## config.mk

```make
export PLATFORM = sky130hd
export DESIGN_NAME = rob_top
export DESIGN_NICKNAME = d
export VERILOG_FILES = /design/src/hdl/rob_pkg.sv /design/src/hdl/rob_pointers.sv /design/src/hdl/rob_entry_table.sv /design/src/hdl/rob_data_bank.sv /design/src/hdl/rob_flush_mask.sv /design/src/hdl/rob_top.sv
export VERILOG_INCLUDE_DIRS = /design/src /design/src/hdl
export SDC_FILE = /design/constraint.sdc
export NUM_CORES = 1
export LEC_CHECK = 0
export ABC_CLOCK_PERIOD_IN_PS = 3900
export CAP_MARGIN = 10
export CORE_MARGIN = 1.5
export CORE_UTILIZATION = 45
export DETAILED_ROUTE_END_ITERATION = 16
export DONT_BUFFER_PORTS = 1
export PLACE_DENSITY = 0.61
export SLEW_MARGIN = 25
export SYNTH_ARGS = -nofsm -noshare
export SYNTH_HDL_FRONTEND = slang
export SYNTH_SLANG_ARGS = --single-unit
export TNS_END_PERCENT = 10
```

## constraint.sdc

```tcl
create_clock -name clk -period 3.9 [get_ports clk]
set_clock_uncertainty 0.1 [all_clocks]
set_input_delay 0.39 -clock clk [delete_from_list [all_inputs] [get_ports clk]]
set_output_delay 0.39 -clock clk [all_outputs]
set_load 0.02 [all_outputs]
```

## src/hdl/rob_defs.svh

```systemverilog
// Sizing of the re-order buffer core
// ROB_INDEX_BITS must equal log2(ROB_ENTRIES) so that tickets wrap naturally
`ifndef ROB_DEFS_SVH
`define ROB_DEFS_SVH

// Entry count and ticket width
`define ROB_ENTRIES     8
`define ROB_INDEX_BITS  3

// Result word
`define ROB_DATA_WIDTH  32

// Completion and forwarding ports
`define ROB_FU_NUMBER   2
`define ROB_READ_PORTS  2

// Register and cause fields
`define ROB_LREG_BITS   5
`define ROB_PREG_BITS   6
`define ROB_CAUSE_BITS  4

`endif

```

## src/hdl/rob_pkg.sv

```systemverilog
// Shared types of the re-order buffer, sized from rob_defs.svh
`include "rob_defs.svh"

package rob_pkg;

    // Entry index and occupancy
    typedef logic [`ROB_INDEX_BITS-1:0] ticket_t;
    typedef logic [`ROB_INDEX_BITS:0]   count_t;

    // Result payload
    typedef logic [`ROB_DATA_WIDTH-1:0] rob_data_t;

    // Register numbers
    typedef logic [`ROB_LREG_BITS-1:0]  lreg_t;
    typedef logic [`ROB_PREG_BITS-1:0]  preg_t;

    typedef logic [`ROB_CAUSE_BITS-1:0] cause_t;

    // One bit per entry
    typedef logic [`ROB_ENTRIES-1:0]    entry_vec_t;

    // Lifetime of an entry between allocation and commit
    typedef enum logic [1:0] {
        ENTRY_EMPTY,
        ENTRY_PENDING,
        ENTRY_DONE
    } entry_state_t;

endpackage

```

## src/hdl/rob_pointers.sv

```systemverilog
// Head, tail and occupancy of the ROB
// Status comes from the registered count, so it lags a same-cycle commit by one cycle
`timescale 1ns/10ps
`include "rob_defs.svh"

module rob_pointers import rob_pkg::*; (
    input  logic    clk,
    input  logic    rst_n,
    input  logic    alloc_valid_1,
    input  logic    alloc_valid_2,
    input  logic    commit_valid,
    output ticket_t head,
    output ticket_t tail,
    output logic    rob_full,
    output logic    rob_two_empty
);

    count_t count;
    count_t alloc_num;

    // Slot 2 implies slot 1
    always_comb begin
        if (alloc_valid_2) begin
            alloc_num = count_t'(2);
        end else if (alloc_valid_1) begin
            alloc_num = count_t'(1);
        end else begin
            alloc_num = '0;
        end
    end

    always_ff @(posedge clk or negedge rst_n) begin
        if (!rst_n) begin
            head  <= '0;
            tail  <= '0;
            count <= '0;
        end else begin
            tail  <= tail + ticket_t'(alloc_num);
            count <= count + alloc_num - count_t'(commit_valid);
            if (commit_valid) begin
                head <= head + 1'b1;
            end
        end
    end

    assign rob_full      = (count == count_t'(`ROB_ENTRIES));
    // At least two free entries
    assign rob_two_empty = (count <= count_t'(`ROB_ENTRIES - 2));

    // Issuer must respect the status it was given
    assert property (@(posedge clk) disable iff (!rst_n)
        (alloc_num != '0) |-> (count_t'(count + alloc_num) <= count_t'(`ROB_ENTRIES)))
        else $error("ROB allocation beyond free space");

    assert property (@(posedge clk) disable iff (!rst_n)
        alloc_valid_2 |-> alloc_valid_1)
        else $error("ROB slot 2 allocated without slot 1");

endmodule

```

## src/hdl/rob_entry_table.sv

```systemverilog
// Control fields of every ROB entry and the retire decision for the head
// Updates must only target allocated entries; two updates never hit one ticket in a cycle
`timescale 1ns/10ps
`include "rob_defs.svh"

module rob_entry_table import rob_pkg::*; (
    input  logic    clk,
    input  logic    rst_n,
    input  ticket_t head,
    input  ticket_t tail,
    input  logic    alloc_valid_1,
    input  logic    alloc_valid_2,
    input  logic    alloc_valid_dest_1,
    input  logic    alloc_valid_dest_2,
    input  lreg_t   alloc_lreg_1,
    input  lreg_t   alloc_lreg_2,
    input  preg_t   alloc_preg_1,
    input  preg_t   alloc_preg_2,
    input  preg_t   alloc_ppreg_1,
    input  preg_t   alloc_ppreg_2,
    input  logic    upd_valid [`ROB_FU_NUMBER],
    input  logic    upd_exception [`ROB_FU_NUMBER],
    input  ticket_t upd_ticket [`ROB_FU_NUMBER],
    input  cause_t  upd_cause [`ROB_FU_NUMBER],
    input  logic    flush_valid,
    input  entry_vec_t flush_mark,
    output logic    commit_valid,
    output logic    commit_write,
    output logic    commit_flushed,
    output logic    commit_exception,
    output cause_t  commit_cause,
    output lreg_t   commit_lreg,
    output preg_t   commit_preg,
    output preg_t   commit_ppreg
);

    entry_state_t state [`ROB_ENTRIES];
    logic         valid_dest [`ROB_ENTRIES];
    lreg_t        lreg [`ROB_ENTRIES];
    preg_t        preg [`ROB_ENTRIES];
    preg_t        ppreg [`ROB_ENTRIES];
    logic         exception [`ROB_ENTRIES];
    cause_t       cause [`ROB_ENTRIES];
    logic         flushed [`ROB_ENTRIES];

    ticket_t      tail_plus;
    entry_vec_t   alloc1_vec;
    entry_vec_t   alloc2_vec;
    entry_vec_t   upd_hit;
    logic         upd_exc_sel [`ROB_ENTRIES];
    cause_t       upd_cause_sel [`ROB_ENTRIES];

    assign tail_plus  = tail + 1'b1;
    assign alloc1_vec = alloc_valid_1 ? entry_vec_t'(1) << tail : '0;
    assign alloc2_vec = alloc_valid_2 ? entry_vec_t'(1) << tail_plus : '0;

    // Route each FU update to its entry
    always_comb begin
        for (int i = 0; i < `ROB_ENTRIES; i++) begin
            upd_hit[i]       = 1'b0;
            upd_exc_sel[i]   = 1'b0;
            upd_cause_sel[i] = '0;
            for (int j = 0; j < `ROB_FU_NUMBER; j++) begin
                if (upd_valid[j] && upd_ticket[j] == ticket_t'(i)) begin
                    upd_hit[i]       = 1'b1;
                    upd_exc_sel[i]   = upd_exception[j];
                    upd_cause_sel[i] = upd_cause[j];
                end
            end
        end
    end

    always_ff @(posedge clk or negedge rst_n) begin
        if (!rst_n) begin
            for (int i = 0; i < `ROB_ENTRIES; i++) begin
                state[i] <= ENTRY_EMPTY;
            end
        end else begin
            for (int i = 0; i < `ROB_ENTRIES; i++) begin
                if (alloc2_vec[i] || alloc1_vec[i]) begin
                    state[i] <= ENTRY_PENDING;
                end else if (commit_valid && head == ticket_t'(i)) begin
                    // Head leaves even if a late update arrives for it
                    state[i] <= ENTRY_EMPTY;
                end else if (upd_hit[i]) begin
                    state[i] <= ENTRY_DONE;
                end
            end
        end
    end

    always_ff @(posedge clk) begin
        for (int i = 0; i < `ROB_ENTRIES; i++) begin
            if (alloc2_vec[i]) begin
                valid_dest[i] <= alloc_valid_dest_2;
                lreg[i]       <= alloc_lreg_2;
                preg[i]       <= alloc_preg_2;
                ppreg[i]      <= alloc_ppreg_2;
                exception[i]  <= 1'b0;
                cause[i]      <= '0;
            end else if (alloc1_vec[i]) begin
                valid_dest[i] <= alloc_valid_dest_1;
                lreg[i]       <= alloc_lreg_1;
                preg[i]       <= alloc_preg_1;
                ppreg[i]      <= alloc_ppreg_1;
                exception[i]  <= 1'b0;
                cause[i]      <= '0;
            end else if (upd_hit[i]) begin
                exception[i]  <= upd_exc_sel[i];
                cause[i]      <= upd_cause_sel[i];
            end
        end
    end

    // Flush mark wins over the value written at allocation
    always_ff @(posedge clk) begin
        for (int i = 0; i < `ROB_ENTRIES; i++) begin
            if (flush_valid && flush_mark[i]) begin
                flushed[i] <= 1'b1;
            end else if (alloc2_vec[i] || alloc1_vec[i]) begin
                flushed[i] <= flush_valid;
            end
        end
    end

    // Retire when done, or drain when flushed
    assign commit_valid     = (state[head] != ENTRY_EMPTY) &&
                              (state[head] == ENTRY_DONE || flushed[head]);
    assign commit_write     = commit_valid && valid_dest[head] && !flushed[head] &&
                              !exception[head];
    assign commit_flushed   = commit_valid && flushed[head];
    assign commit_exception = commit_valid && exception[head] && !flushed[head];
    assign commit_cause     = cause[head];
    assign commit_lreg      = lreg[head];
    assign commit_preg      = preg[head];
    assign commit_ppreg     = ppreg[head];

    for (genvar j = 0; j < `ROB_FU_NUMBER; j++) begin : g_upd_chk
        assert property (@(posedge clk) disable iff (!rst_n)
            upd_valid[j] |-> (state[upd_ticket[j]] != ENTRY_EMPTY))
            else $error("FU %0d updated an empty ROB entry", j);
    end

endmodule

```

## src/hdl/rob_data_bank.sv

```systemverilog
// Result storage with one write port per FU and combinational reads
// Extra read port is tied to the head for commit data
`timescale 1ns/10ps
`include "rob_defs.svh"

module rob_data_bank import rob_pkg::*; (
    input  logic      clk,
    input  logic      upd_valid [`ROB_FU_NUMBER],
    input  ticket_t   upd_ticket [`ROB_FU_NUMBER],
    input  rob_data_t upd_data [`ROB_FU_NUMBER],
    input  ticket_t   read_ticket [`ROB_READ_PORTS],
    input  ticket_t   head,
    output rob_data_t read_data [`ROB_READ_PORTS],
    output rob_data_t commit_data
);

    rob_data_t mem [`ROB_ENTRIES];
    ticket_t   rd_addr [`ROB_READ_PORTS+1];
    rob_data_t rd_data [`ROB_READ_PORTS+1];

    always_ff @(posedge clk) begin
        for (int j = 0; j < `ROB_FU_NUMBER; j++) begin
            if (upd_valid[j]) begin
                mem[upd_ticket[j]] <= upd_data[j];
            end
        end
    end

    // Forwarding ports first, head last
    always_comb begin
        for (int k = 0; k < `ROB_READ_PORTS; k++) begin
            rd_addr[k] = read_ticket[k];
        end
        rd_addr[`ROB_READ_PORTS] = head;
    end

    always_comb begin
        for (int k = 0; k <= `ROB_READ_PORTS; k++) begin
            rd_data[k] = mem[rd_addr[k]];
        end
    end

    always_comb begin
        for (int k = 0; k < `ROB_READ_PORTS; k++) begin
            read_data[k] = rd_data[k];
        end
    end

    assign commit_data = rd_data[`ROB_READ_PORTS];

endmodule

```

## src/hdl/rob_flush_mask.sv

```systemverilog
// Marks the entries younger than the flush ticket, stopping at the head
// Never marks more than ROB_ENTRIES-1 entries, so the head itself is never marked
`timescale 1ns/10ps
`include "rob_defs.svh"

module rob_flush_mask import rob_pkg::*; (
    input  ticket_t    flush_ticket,
    input  ticket_t    head,
    output entry_vec_t flush_mark,
    output entry_vec_t flush_vector_inv
);

    ticket_t start;

    assign start = flush_ticket + 1'b1;

    always_comb begin : walk
        ticket_t idx;
        logic    reached;
        flush_mark = '0;
        reached    = 1'b0;
        for (int n = 0; n < `ROB_ENTRIES - 1; n++) begin
            idx = start + ticket_t'(n);
            // Wrapped around to the oldest entry
            if (idx == head) begin
                reached = 1'b1;
            end
            if (!reached) begin
                flush_mark[idx] = 1'b1;
            end
        end
    end

    assign flush_vector_inv = ~flush_mark;

endmodule

```

## src/hdl/rob_top.sv

```systemverilog
// Re-order buffer core for a dual-issue pipeline
// Issuer allocates only within the reported free space
`timescale 1ns/10ps
`include "rob_defs.svh"

module rob_top import rob_pkg::*; (
    input  logic       clk,
    input  logic       rst_n,
    input  logic       alloc_valid_1,
    input  logic       alloc_valid_2,
    input  logic       alloc_valid_dest_1,
    input  logic       alloc_valid_dest_2,
    input  lreg_t      alloc_lreg_1,
    input  lreg_t      alloc_lreg_2,
    input  preg_t      alloc_preg_1,
    input  preg_t      alloc_preg_2,
    input  preg_t      alloc_ppreg_1,
    input  preg_t      alloc_ppreg_2,
    output ticket_t    alloc_ticket,
    output logic       rob_full,
    output logic       rob_two_empty,
    input  logic       upd_valid [`ROB_FU_NUMBER],
    input  ticket_t    upd_ticket [`ROB_FU_NUMBER],
    input  rob_data_t  upd_data [`ROB_FU_NUMBER],
    input  logic       upd_exception [`ROB_FU_NUMBER],
    input  cause_t     upd_cause [`ROB_FU_NUMBER],
    input  logic       flush_valid,
    input  ticket_t    flush_ticket,
    output entry_vec_t flush_vector_inv,
    input  ticket_t    read_ticket [`ROB_READ_PORTS],
    output rob_data_t  read_data [`ROB_READ_PORTS],
    output logic       commit_valid,
    output logic       commit_write,
    output logic       commit_flushed,
    output logic       commit_exception,
    output cause_t     commit_cause,
    output ticket_t    commit_ticket,
    output lreg_t      commit_lreg,
    output preg_t      commit_preg,
    output preg_t      commit_ppreg,
    output rob_data_t  commit_data
);

    ticket_t    head;
    entry_vec_t flush_mark;

    assign commit_ticket = head;

    // The tail is the ticket handed to slot 1
    rob_pointers u_pointers (.*, .tail(alloc_ticket));

    rob_entry_table u_entry_table (.*, .tail(alloc_ticket));

    rob_data_bank u_data_bank (.*);

    rob_flush_mask u_flush_mask (.*);

endmodule

```

; Yosys cells after proc, flatten, opt, wreduce, memory -nomap -nowiden
; Memories as Yosys holds them, arrays and structs flattened.
; Cells that the tools add are included.
[totals]
reg_bits = 26
ram_bits = 448
in_bits = 132
out_inout_bits = 137
wordCells = 523
memories = 8
[op_classes]
addsub = 12
n_lt_le_gt_ge = 16
n_eq_ne = 30
shifts = 2
n_mux = 295
bitwise = 80
n_reduce_logical = 69
[memory_table]
columns = name, depth, word_bits, read_ports, rd_clocked_by_memory_dff, wr, line_no
row1 = u_data_bank.mem, 8, 32, 3, 0, 2, rob_data_bank.sv:17  ; rob_data_t mem [`ROB_ENTRIES];
row2 = u_entry_table.ppreg, 8, 6, 1, 0, 8, rob_entry_table.sv:41  ; preg_t ppreg [`ROB_ENTRIES];
row3 = u_entry_table.preg, 8, 6, 1, 0, 8, rob_entry_table.sv:40  ; preg_t preg [`ROB_ENTRIES];
row4 = u_entry_table.lreg, 8, 5, 1, 0, 8, rob_entry_table.sv:39  ; lreg_t lreg [`ROB_ENTRIES];
row5 = u_entry_table.cause, 8, 4, 1, 0, 8, rob_entry_table.sv:43  ; cause_t cause [`ROB_ENTRIES];
row6 = u_entry_table.exception, 8, 1, 1, 0, 8, rob_entry_table.sv:42  ; logic exception [`ROB_ENTRIES];
row7 = 2 more memories, -, -, -, -, -, -
[op_table]
columns = op, count
row1 = $mux 1, 195
row2 = $mux 4, 32
row3 = $mux 6, 16
row4 = $mux 8, 9
row5 = $or 1x1->1, 72
row6 = $mux 2, 27
row7 = $or 8x8->8, 6
row8 = $logic_and 1x1->1, 46
row9 = $mux 5, 8
row10 = $eq 3x3->1 const B, 12
row11 = $lt 3x4->1 const B, 7
row12 = $reduce_bool 3->1, 8
row13 = $demux 1 s3, 7
row14 = $eq 3x3->1, 7
row15 = $ge 3x1->1 const B, 7
row16 = $eq 3x2->1 const B, 6
row17 = $shl 1x3->8 const A, 2
row18 = $add 3x1->3 const B, 4
row19 = $add 3x3->3 const B, 3
row20 = $eq 3x1->1 const B, 3
row21 = $logic_not 3->1, 3
row22 = $logic_or 1x1->1, 9
row23 = $not 8->8, 1
row24 = $add 3x2->3 const B, 2
row25 = other kinds (11), 12

; Depth between registers and ports, before layout
[depth]
ltp_word = 22
mapped_depth = 13
depth_no_buf = 10

; Cells and area by module
; A second synthesis with hierarchy kept.
[hier_totals]
hier_cells = 1912
area_unflattened_um2 = 30157.7
[by_module_without_submodules]
columns = mod, instances, cells_each, area_each_um2, seq_area_each_um2
row1 = rob_data_bank, 1, 908, 17181.5, 7687.4
row2 = rob_entry_table, 1, 731, 10882.9, 6155.9
row3 = rob_flush_mask, 1, 225, 1537.7, 0.0
row4 = rob_pointers, 1, 48, 555.5, 250.2

; Least setup slack after synthesis
; OpenSTA, ideal clock, no wires.
[synth_path]
path_kind = input port to output port
start = in flush_ticket[0]
end = out flush_vector_inv[4]
arrival_time_ns = 3.111
t_required_ns = 3.410
path_slack_ns = 0.299
stages = 11
n_path_buf = 3
path_cell_list = buf_2 -> inv_1 -> clkbuf_1 -> ha_1 -> buf_4 -> or3_1 -> a211oi_2 -> nor2_1 -> a222oi_1 -> nor2_1 -> nor4_2
[synth_between]
elab_chain_len = 19
word_cells_on_any_way = 70
classes_between = add/sub: 7 / order compare: 14 / eq/ne: 7 / mux: 28 / bitwise: 7 / reduce/logical: 7
[synth_rtl]
columns = element, line_no
row1 = from (decl), rob_top.sv:28  ; input ticket_t flush_ticket,
row2 = $add 3x1->3 *, rob_flush_mask.sv:15  ; assign start = flush_ticket + 1'b1;
row3 = $add 3x1->3 (tied with other cells), rob_flush_mask.sv:23  ; idx = start + ticket_t'(n);
row4 = $lt 3x4->1 (implied by the code) (tied with other cells), rob_flush_mask.sv:29  ; flush_mark[idx] = 1'b1;
row5 = $logic_and 1x1->1 (implied by the code) or $mux 1 (tied branches), rob_flush_mask.sv:29
row6 = $mux 1 (implied by the code) or $demux 1 s3 (tied branches), -
row7 = $demux 1 s3 or $mux 8 (tied branches), -
row8 = $or 8x8->8 (no line), -
row9 = $mux 8, rob_flush_mask.sv:28  ; if (!reached) begin
row10 = (+3 left out), -
row11 = $mux 8, rob_flush_mask.sv:28
row12 = $or 8x8->8 (no line), -
row13 = $mux 8, rob_flush_mask.sv:28
row14 = $or 8x8->8 (no line), -
row15 = $mux 8, rob_flush_mask.sv:28
row16 = $or 8x8->8 (no line), -
row17 = $mux 8 *, rob_flush_mask.sv:28
row18 = $not 8->8 *, rob_flush_mask.sv:34  ; assign flush_vector_inv = ~flush_mark;
row19 = to (decl), rob_top.sv:29  ; output entry_vec_t flush_vector_inv,
; Every way passes the cells marked *; elsewhere a longest branch is shown, timed or not.

; Worst setup path after layout
[layout_path]
start = reg u_pointers.head[0]
end = out flush_vector_inv[1]
[layout_between]
elab_chain_len = 16
word_cells_on_any_way = 28
classes_between = eq/ne: 7 / mux: 14 / bitwise: 7
[layout_rtl]
columns = element, line_no
row1 = from (decl), rob_pointers.sv:12  ; output ticket_t head,
row2 = from (signal assigned), rob_pointers.sv:41  ; head <= head + 1'b1;
row3 = $eq 3x3->1, rob_flush_mask.sv:25  ; if (idx == head) begin
row4 = $mux 1, rob_flush_mask.sv:25
row5 = $mux 8, rob_flush_mask.sv:28
row6 = $or 8x8->8 (no line), -
row7 = $mux 8, rob_flush_mask.sv:28
row8 = $or 8x8->8 (no line), -
row9 = $mux 8, rob_flush_mask.sv:28
row10 = $or 8x8->8 (no line), -
row11 = $mux 8, rob_flush_mask.sv:28
row12 = $or 8x8->8 (no line), -
row13 = $mux 8, rob_flush_mask.sv:28
row14 = $or 8x8->8 (no line), -
row15 = $mux 8, rob_flush_mask.sv:28
row16 = $or 8x8->8 (no line), -
row17 = $mux 8 *, rob_flush_mask.sv:28
row18 = $not 8->8 *, rob_flush_mask.sv:34
; Marks and branches as above.

==> impl_metrics.json <==
{
  "yosysTopAreaCellShare_pct": 46.0,
  "wl_met2_um": 47900,
  "clk_pin_slew_worst_paths_ps": 60,
  "grt_pass1_wl_um": 139000,
  "start_util_pct": 45.4,
  "root_buffer": "clkbuf_16",
  "avgSynthCellArea_sq_um": 12.9,
  "area_delta_synth_final_pct": 15.5,
  "globalRouteOverflowTotal": 0,
  "p_switching_w": 0.00786,
  "start_kind": "flip-flop",
  "dr.max_layer_used": "met5",
  "drt_wl_total_um": 94000,
  "instances_no_fill": 3272,
  "maxSlewViolCount": 0,
  "power_frac_comb_pct": 41.0,
  "synth_cells": 2254,
  "io_pins": 269,
  "cts.sinks": 474,
  "whs_ps": 42.1,
  "fmax_mhz": 268,
  "clockPowerShare_pct": 23.9,
  "cts_buffers": 53,
  "async_reset_ff_share_pct": 5.49,
  "dr.pass1.iters": 6,
  "ys.flop_type": "edfxtp_1",
  "post_dp_cell_area_sq_um": 30300,
  "cp.required_ps": 3410,
  "synth_top_area_cell": "edfxtp_1",
  "yosysWarnings": 0,
  "clockBufferDepth": 3,
  "wire_per_inst_um": 28.7,
  "wl_met3_um": 8460,
  "routabilityCongestion": 0.845,
  "dp_hpwl_um": 54400,
  "min_path_cells": 2,
  "grt_pass1_vias": 21200,
  "clkLatencyLatePin_ps": 630,
  "design_power_total_w": 0.0206,
  "vias": 20600,
  "postRouteAntennaNets": 0,
  "grt_start_max_net_pins": 65,
  "post_cts_buffers": 0,
  "crit_fanout": 33,
  "synth_cell_types": 85,
  "switching_share_pct": 38.1,
  "fp.dieH_um": 258,
  "finalSetupTns_ps": 0,
  "cp.arrival_ps": 3240,
  "cap_violations": 0,
  "cellPowerDensity_nw_per_um2": 613,
  "yosys-top-cells-area": "edfxtp_1 46%, mux4_2 19%, mux2_2 13%",
  "peakVddDrop_v": 0.000407,
  "drtIter0Drc": 2225,
  "ys_seq_area_share_pct": 48.3,
  "cellLeakagePower_nw": 11.9,
  "finalCritPeriodShare_pct": 95.6,
  "grt_usage_pct": 28.0,
  "core_area_sq_um": 64200,
  "layout_commonest_cell": "nand2_1",
  "drive_gt1_share_pct": 32.3,
  "p_seq_share_pct": 35.1,
  "synth_edf_count": 447,
  "wl_met1_um": 35000,
  "outcome": "completed",
  "setup.worst_path.end_class": "primary output",
  "final_cell_mix": "595 x nand2_1, 447 x edfxtp_1, 338 x mux2_2, 244 x mux4_2, 167 x dlygate4sd3_1",
  "worstMarginPinSlew_ps": 1080,
  "syn_nets": 2406,
  "die_w_um": 258,
  "ys_ff_latch": 474,
  "antenna_found_initial": 4,
  "placed_cells": 3000,
  "nNetsFinal": 2520,
  "viasPerCell": 6.30,
  "finalSetupViolCount": 0,
  "synthesis.area_sq_um": 29200,
  "slew_headroom_pct": 28.2,
  "die_area_sq_um": 66300,
  "hold_viol_final": 0,
  "p_int_w": 0.0128,
  "finalCriticalPeriod_ps": 3730,
  "drc_errors": 0,
  "rr_worst_depth": 10,
  "htree_levels": 2,
  "grt_setup_unrepaired": "true",
  "worstSetupPathType": "flip-flop to primary output",
  "final_area_sq_um": 33700,
  "hold_class": "input port to flip-flop",
  "port-buffer-count": 0,
  "cts_tree": "built",
  "num_rows": 93
}
==> worst max-delay path, cell delays in order (launching register included) <==
cell       delay (ps)
dfrtp_4           690
xnor2_1           200
buf_4             180
a2bb2oi_1         250
a31oi_1           190
o21ai_2           260
o21ai_0           160
a2111oi_2         480
buf_4             220
==> layer usage <==
layer	global-route usage, %	vias up
met5	0	-
met4	8.32	4
met3	6.20	174
met2	48.5	1041
met1	35.2	10600
li1	-	8826
==> registers in the layout, summed over array words and instances (netlist names) <==
| register | count |
|---|---|
| u_pointers.head | 3 |
| u_entry_table.ppreg | 48 |
| u_pointers.tail | 3 |
| u_entry_table.state | 16 |
| u_entry_table.cause | 32 |
| u_pointers.count | 4 |
| u_entry_table.lreg | 40 |
| u_entry_table.valid_dest | 8 |
| u_data_bank.mem | 256 |
| u_entry_table.flushed | 8 |
| u_entry_table.exception | 8 |
| u_entry_table.preg | 48 |
==> timing repair <==
item / in CTS / in global routing
resized for setup: 1 / 6
endpoints found under the hold margin: 469 / 0
endpoints found under the setup margin: 12 / 3
hold buffers: 168 / 0
==> power groups by stage <==
stage          Clock (W)  Sequential, W  Combinational, W
2_1_floorplan          0        0.00704           0.00622
3_3_place_gp           0        0.00730           0.00809
3_5_place_dp           0        0.00735           0.00814
4_1_cts          0.00501        0.00725           0.00844
5_1_grt          0.00518        0.00735           0.00899
6_report         0.00493        0.00726           0.00846
==> kinds of logic (layout without fill, tap and decap cells) <==
family,after synthesis,after routing,share of synthesized area [%]
muxes,589,589,32.1
DFF,474,474,48.3
buffers and inverters,211,369,2.97
and+or+nand+nor,772,772,10.7
adders and majority gates,22,22,0.978
other,0,5,0
xor gates and xnor gates,14,14,0.511
AOI/OAI and AO/OA,172,172,4.41
==> final cells by class <==
class / instances / area (sq um)
Antenna cell: 5 / 12.5
Inverter: 33 / 125
Clock buffer: 63 / 1360
Fill cell: 5496 / 30600
Timing Repair Buffer: 237 / 2370
Multi-Input combinational cell: 1569 / 14300
Clock inverter: 36 / 317
Tap cell: 855 / 1070
Sequential cell: 474 / 14100
==> synth_stat cells, types with 5 or more instances <==
master,number
a31oi_1,9
nand4_1,5
buf_1,40
dfrtp_1,26
and2_1,6
nor2b_1,9
nand2_1,599
and3_1,5
nand2b_1,9
xnor2_1,8
clkbuf_1,102
o21bai_1,5
a21oi_1,27
o211ai_1,7
edfxtp_1,447
ha_1,18
buf_2,29
nor3_1,15
inv_1,27
mux2_2,338
or2_2,6
mux4_2,244
a211oi_1,6
mux2i_1,7
nor2_1,86
a22oi_1,41
nand3_1,16
o21ai_0,17
==> through the flow <==
step	setup slack [ps]	utilization [%]
final	173	52.4
after global routing	-10.7	52.4
after CTS	27.4	52.4
after detailed placement	490	47.1
after global placement	507	47.1
after floorplan	299	-
==> path summary, 6_finish.rpt <==
check,from,end,slack (ps)
setup / recovery,u_pointers.head[0]$_DFFE_PN0P_,flush_vector_inv[1],170
hold reg to reg,u_entry_table.state[6]$_DFFE_PN0P_,u_entry_table.state[6]$_DFFE_PN0P_,410
min in group asynchronous,rst_n,u_entry_table.state[7]$_DFFE_PN0P_,160
hold / removal,alloc_valid_2,u_pointers.tail[0]$_DFF_PN0_,40
setup reg to reg,u_pointers.head[0]$_DFFE_PN0P_,u_pointers.count[2]$_DFF_PN0_,570
max in group asynchronous,rst_n,u_pointers.head[2]$_DFFE_PN0P_,3310
Power figures use the tool's default switching activity.
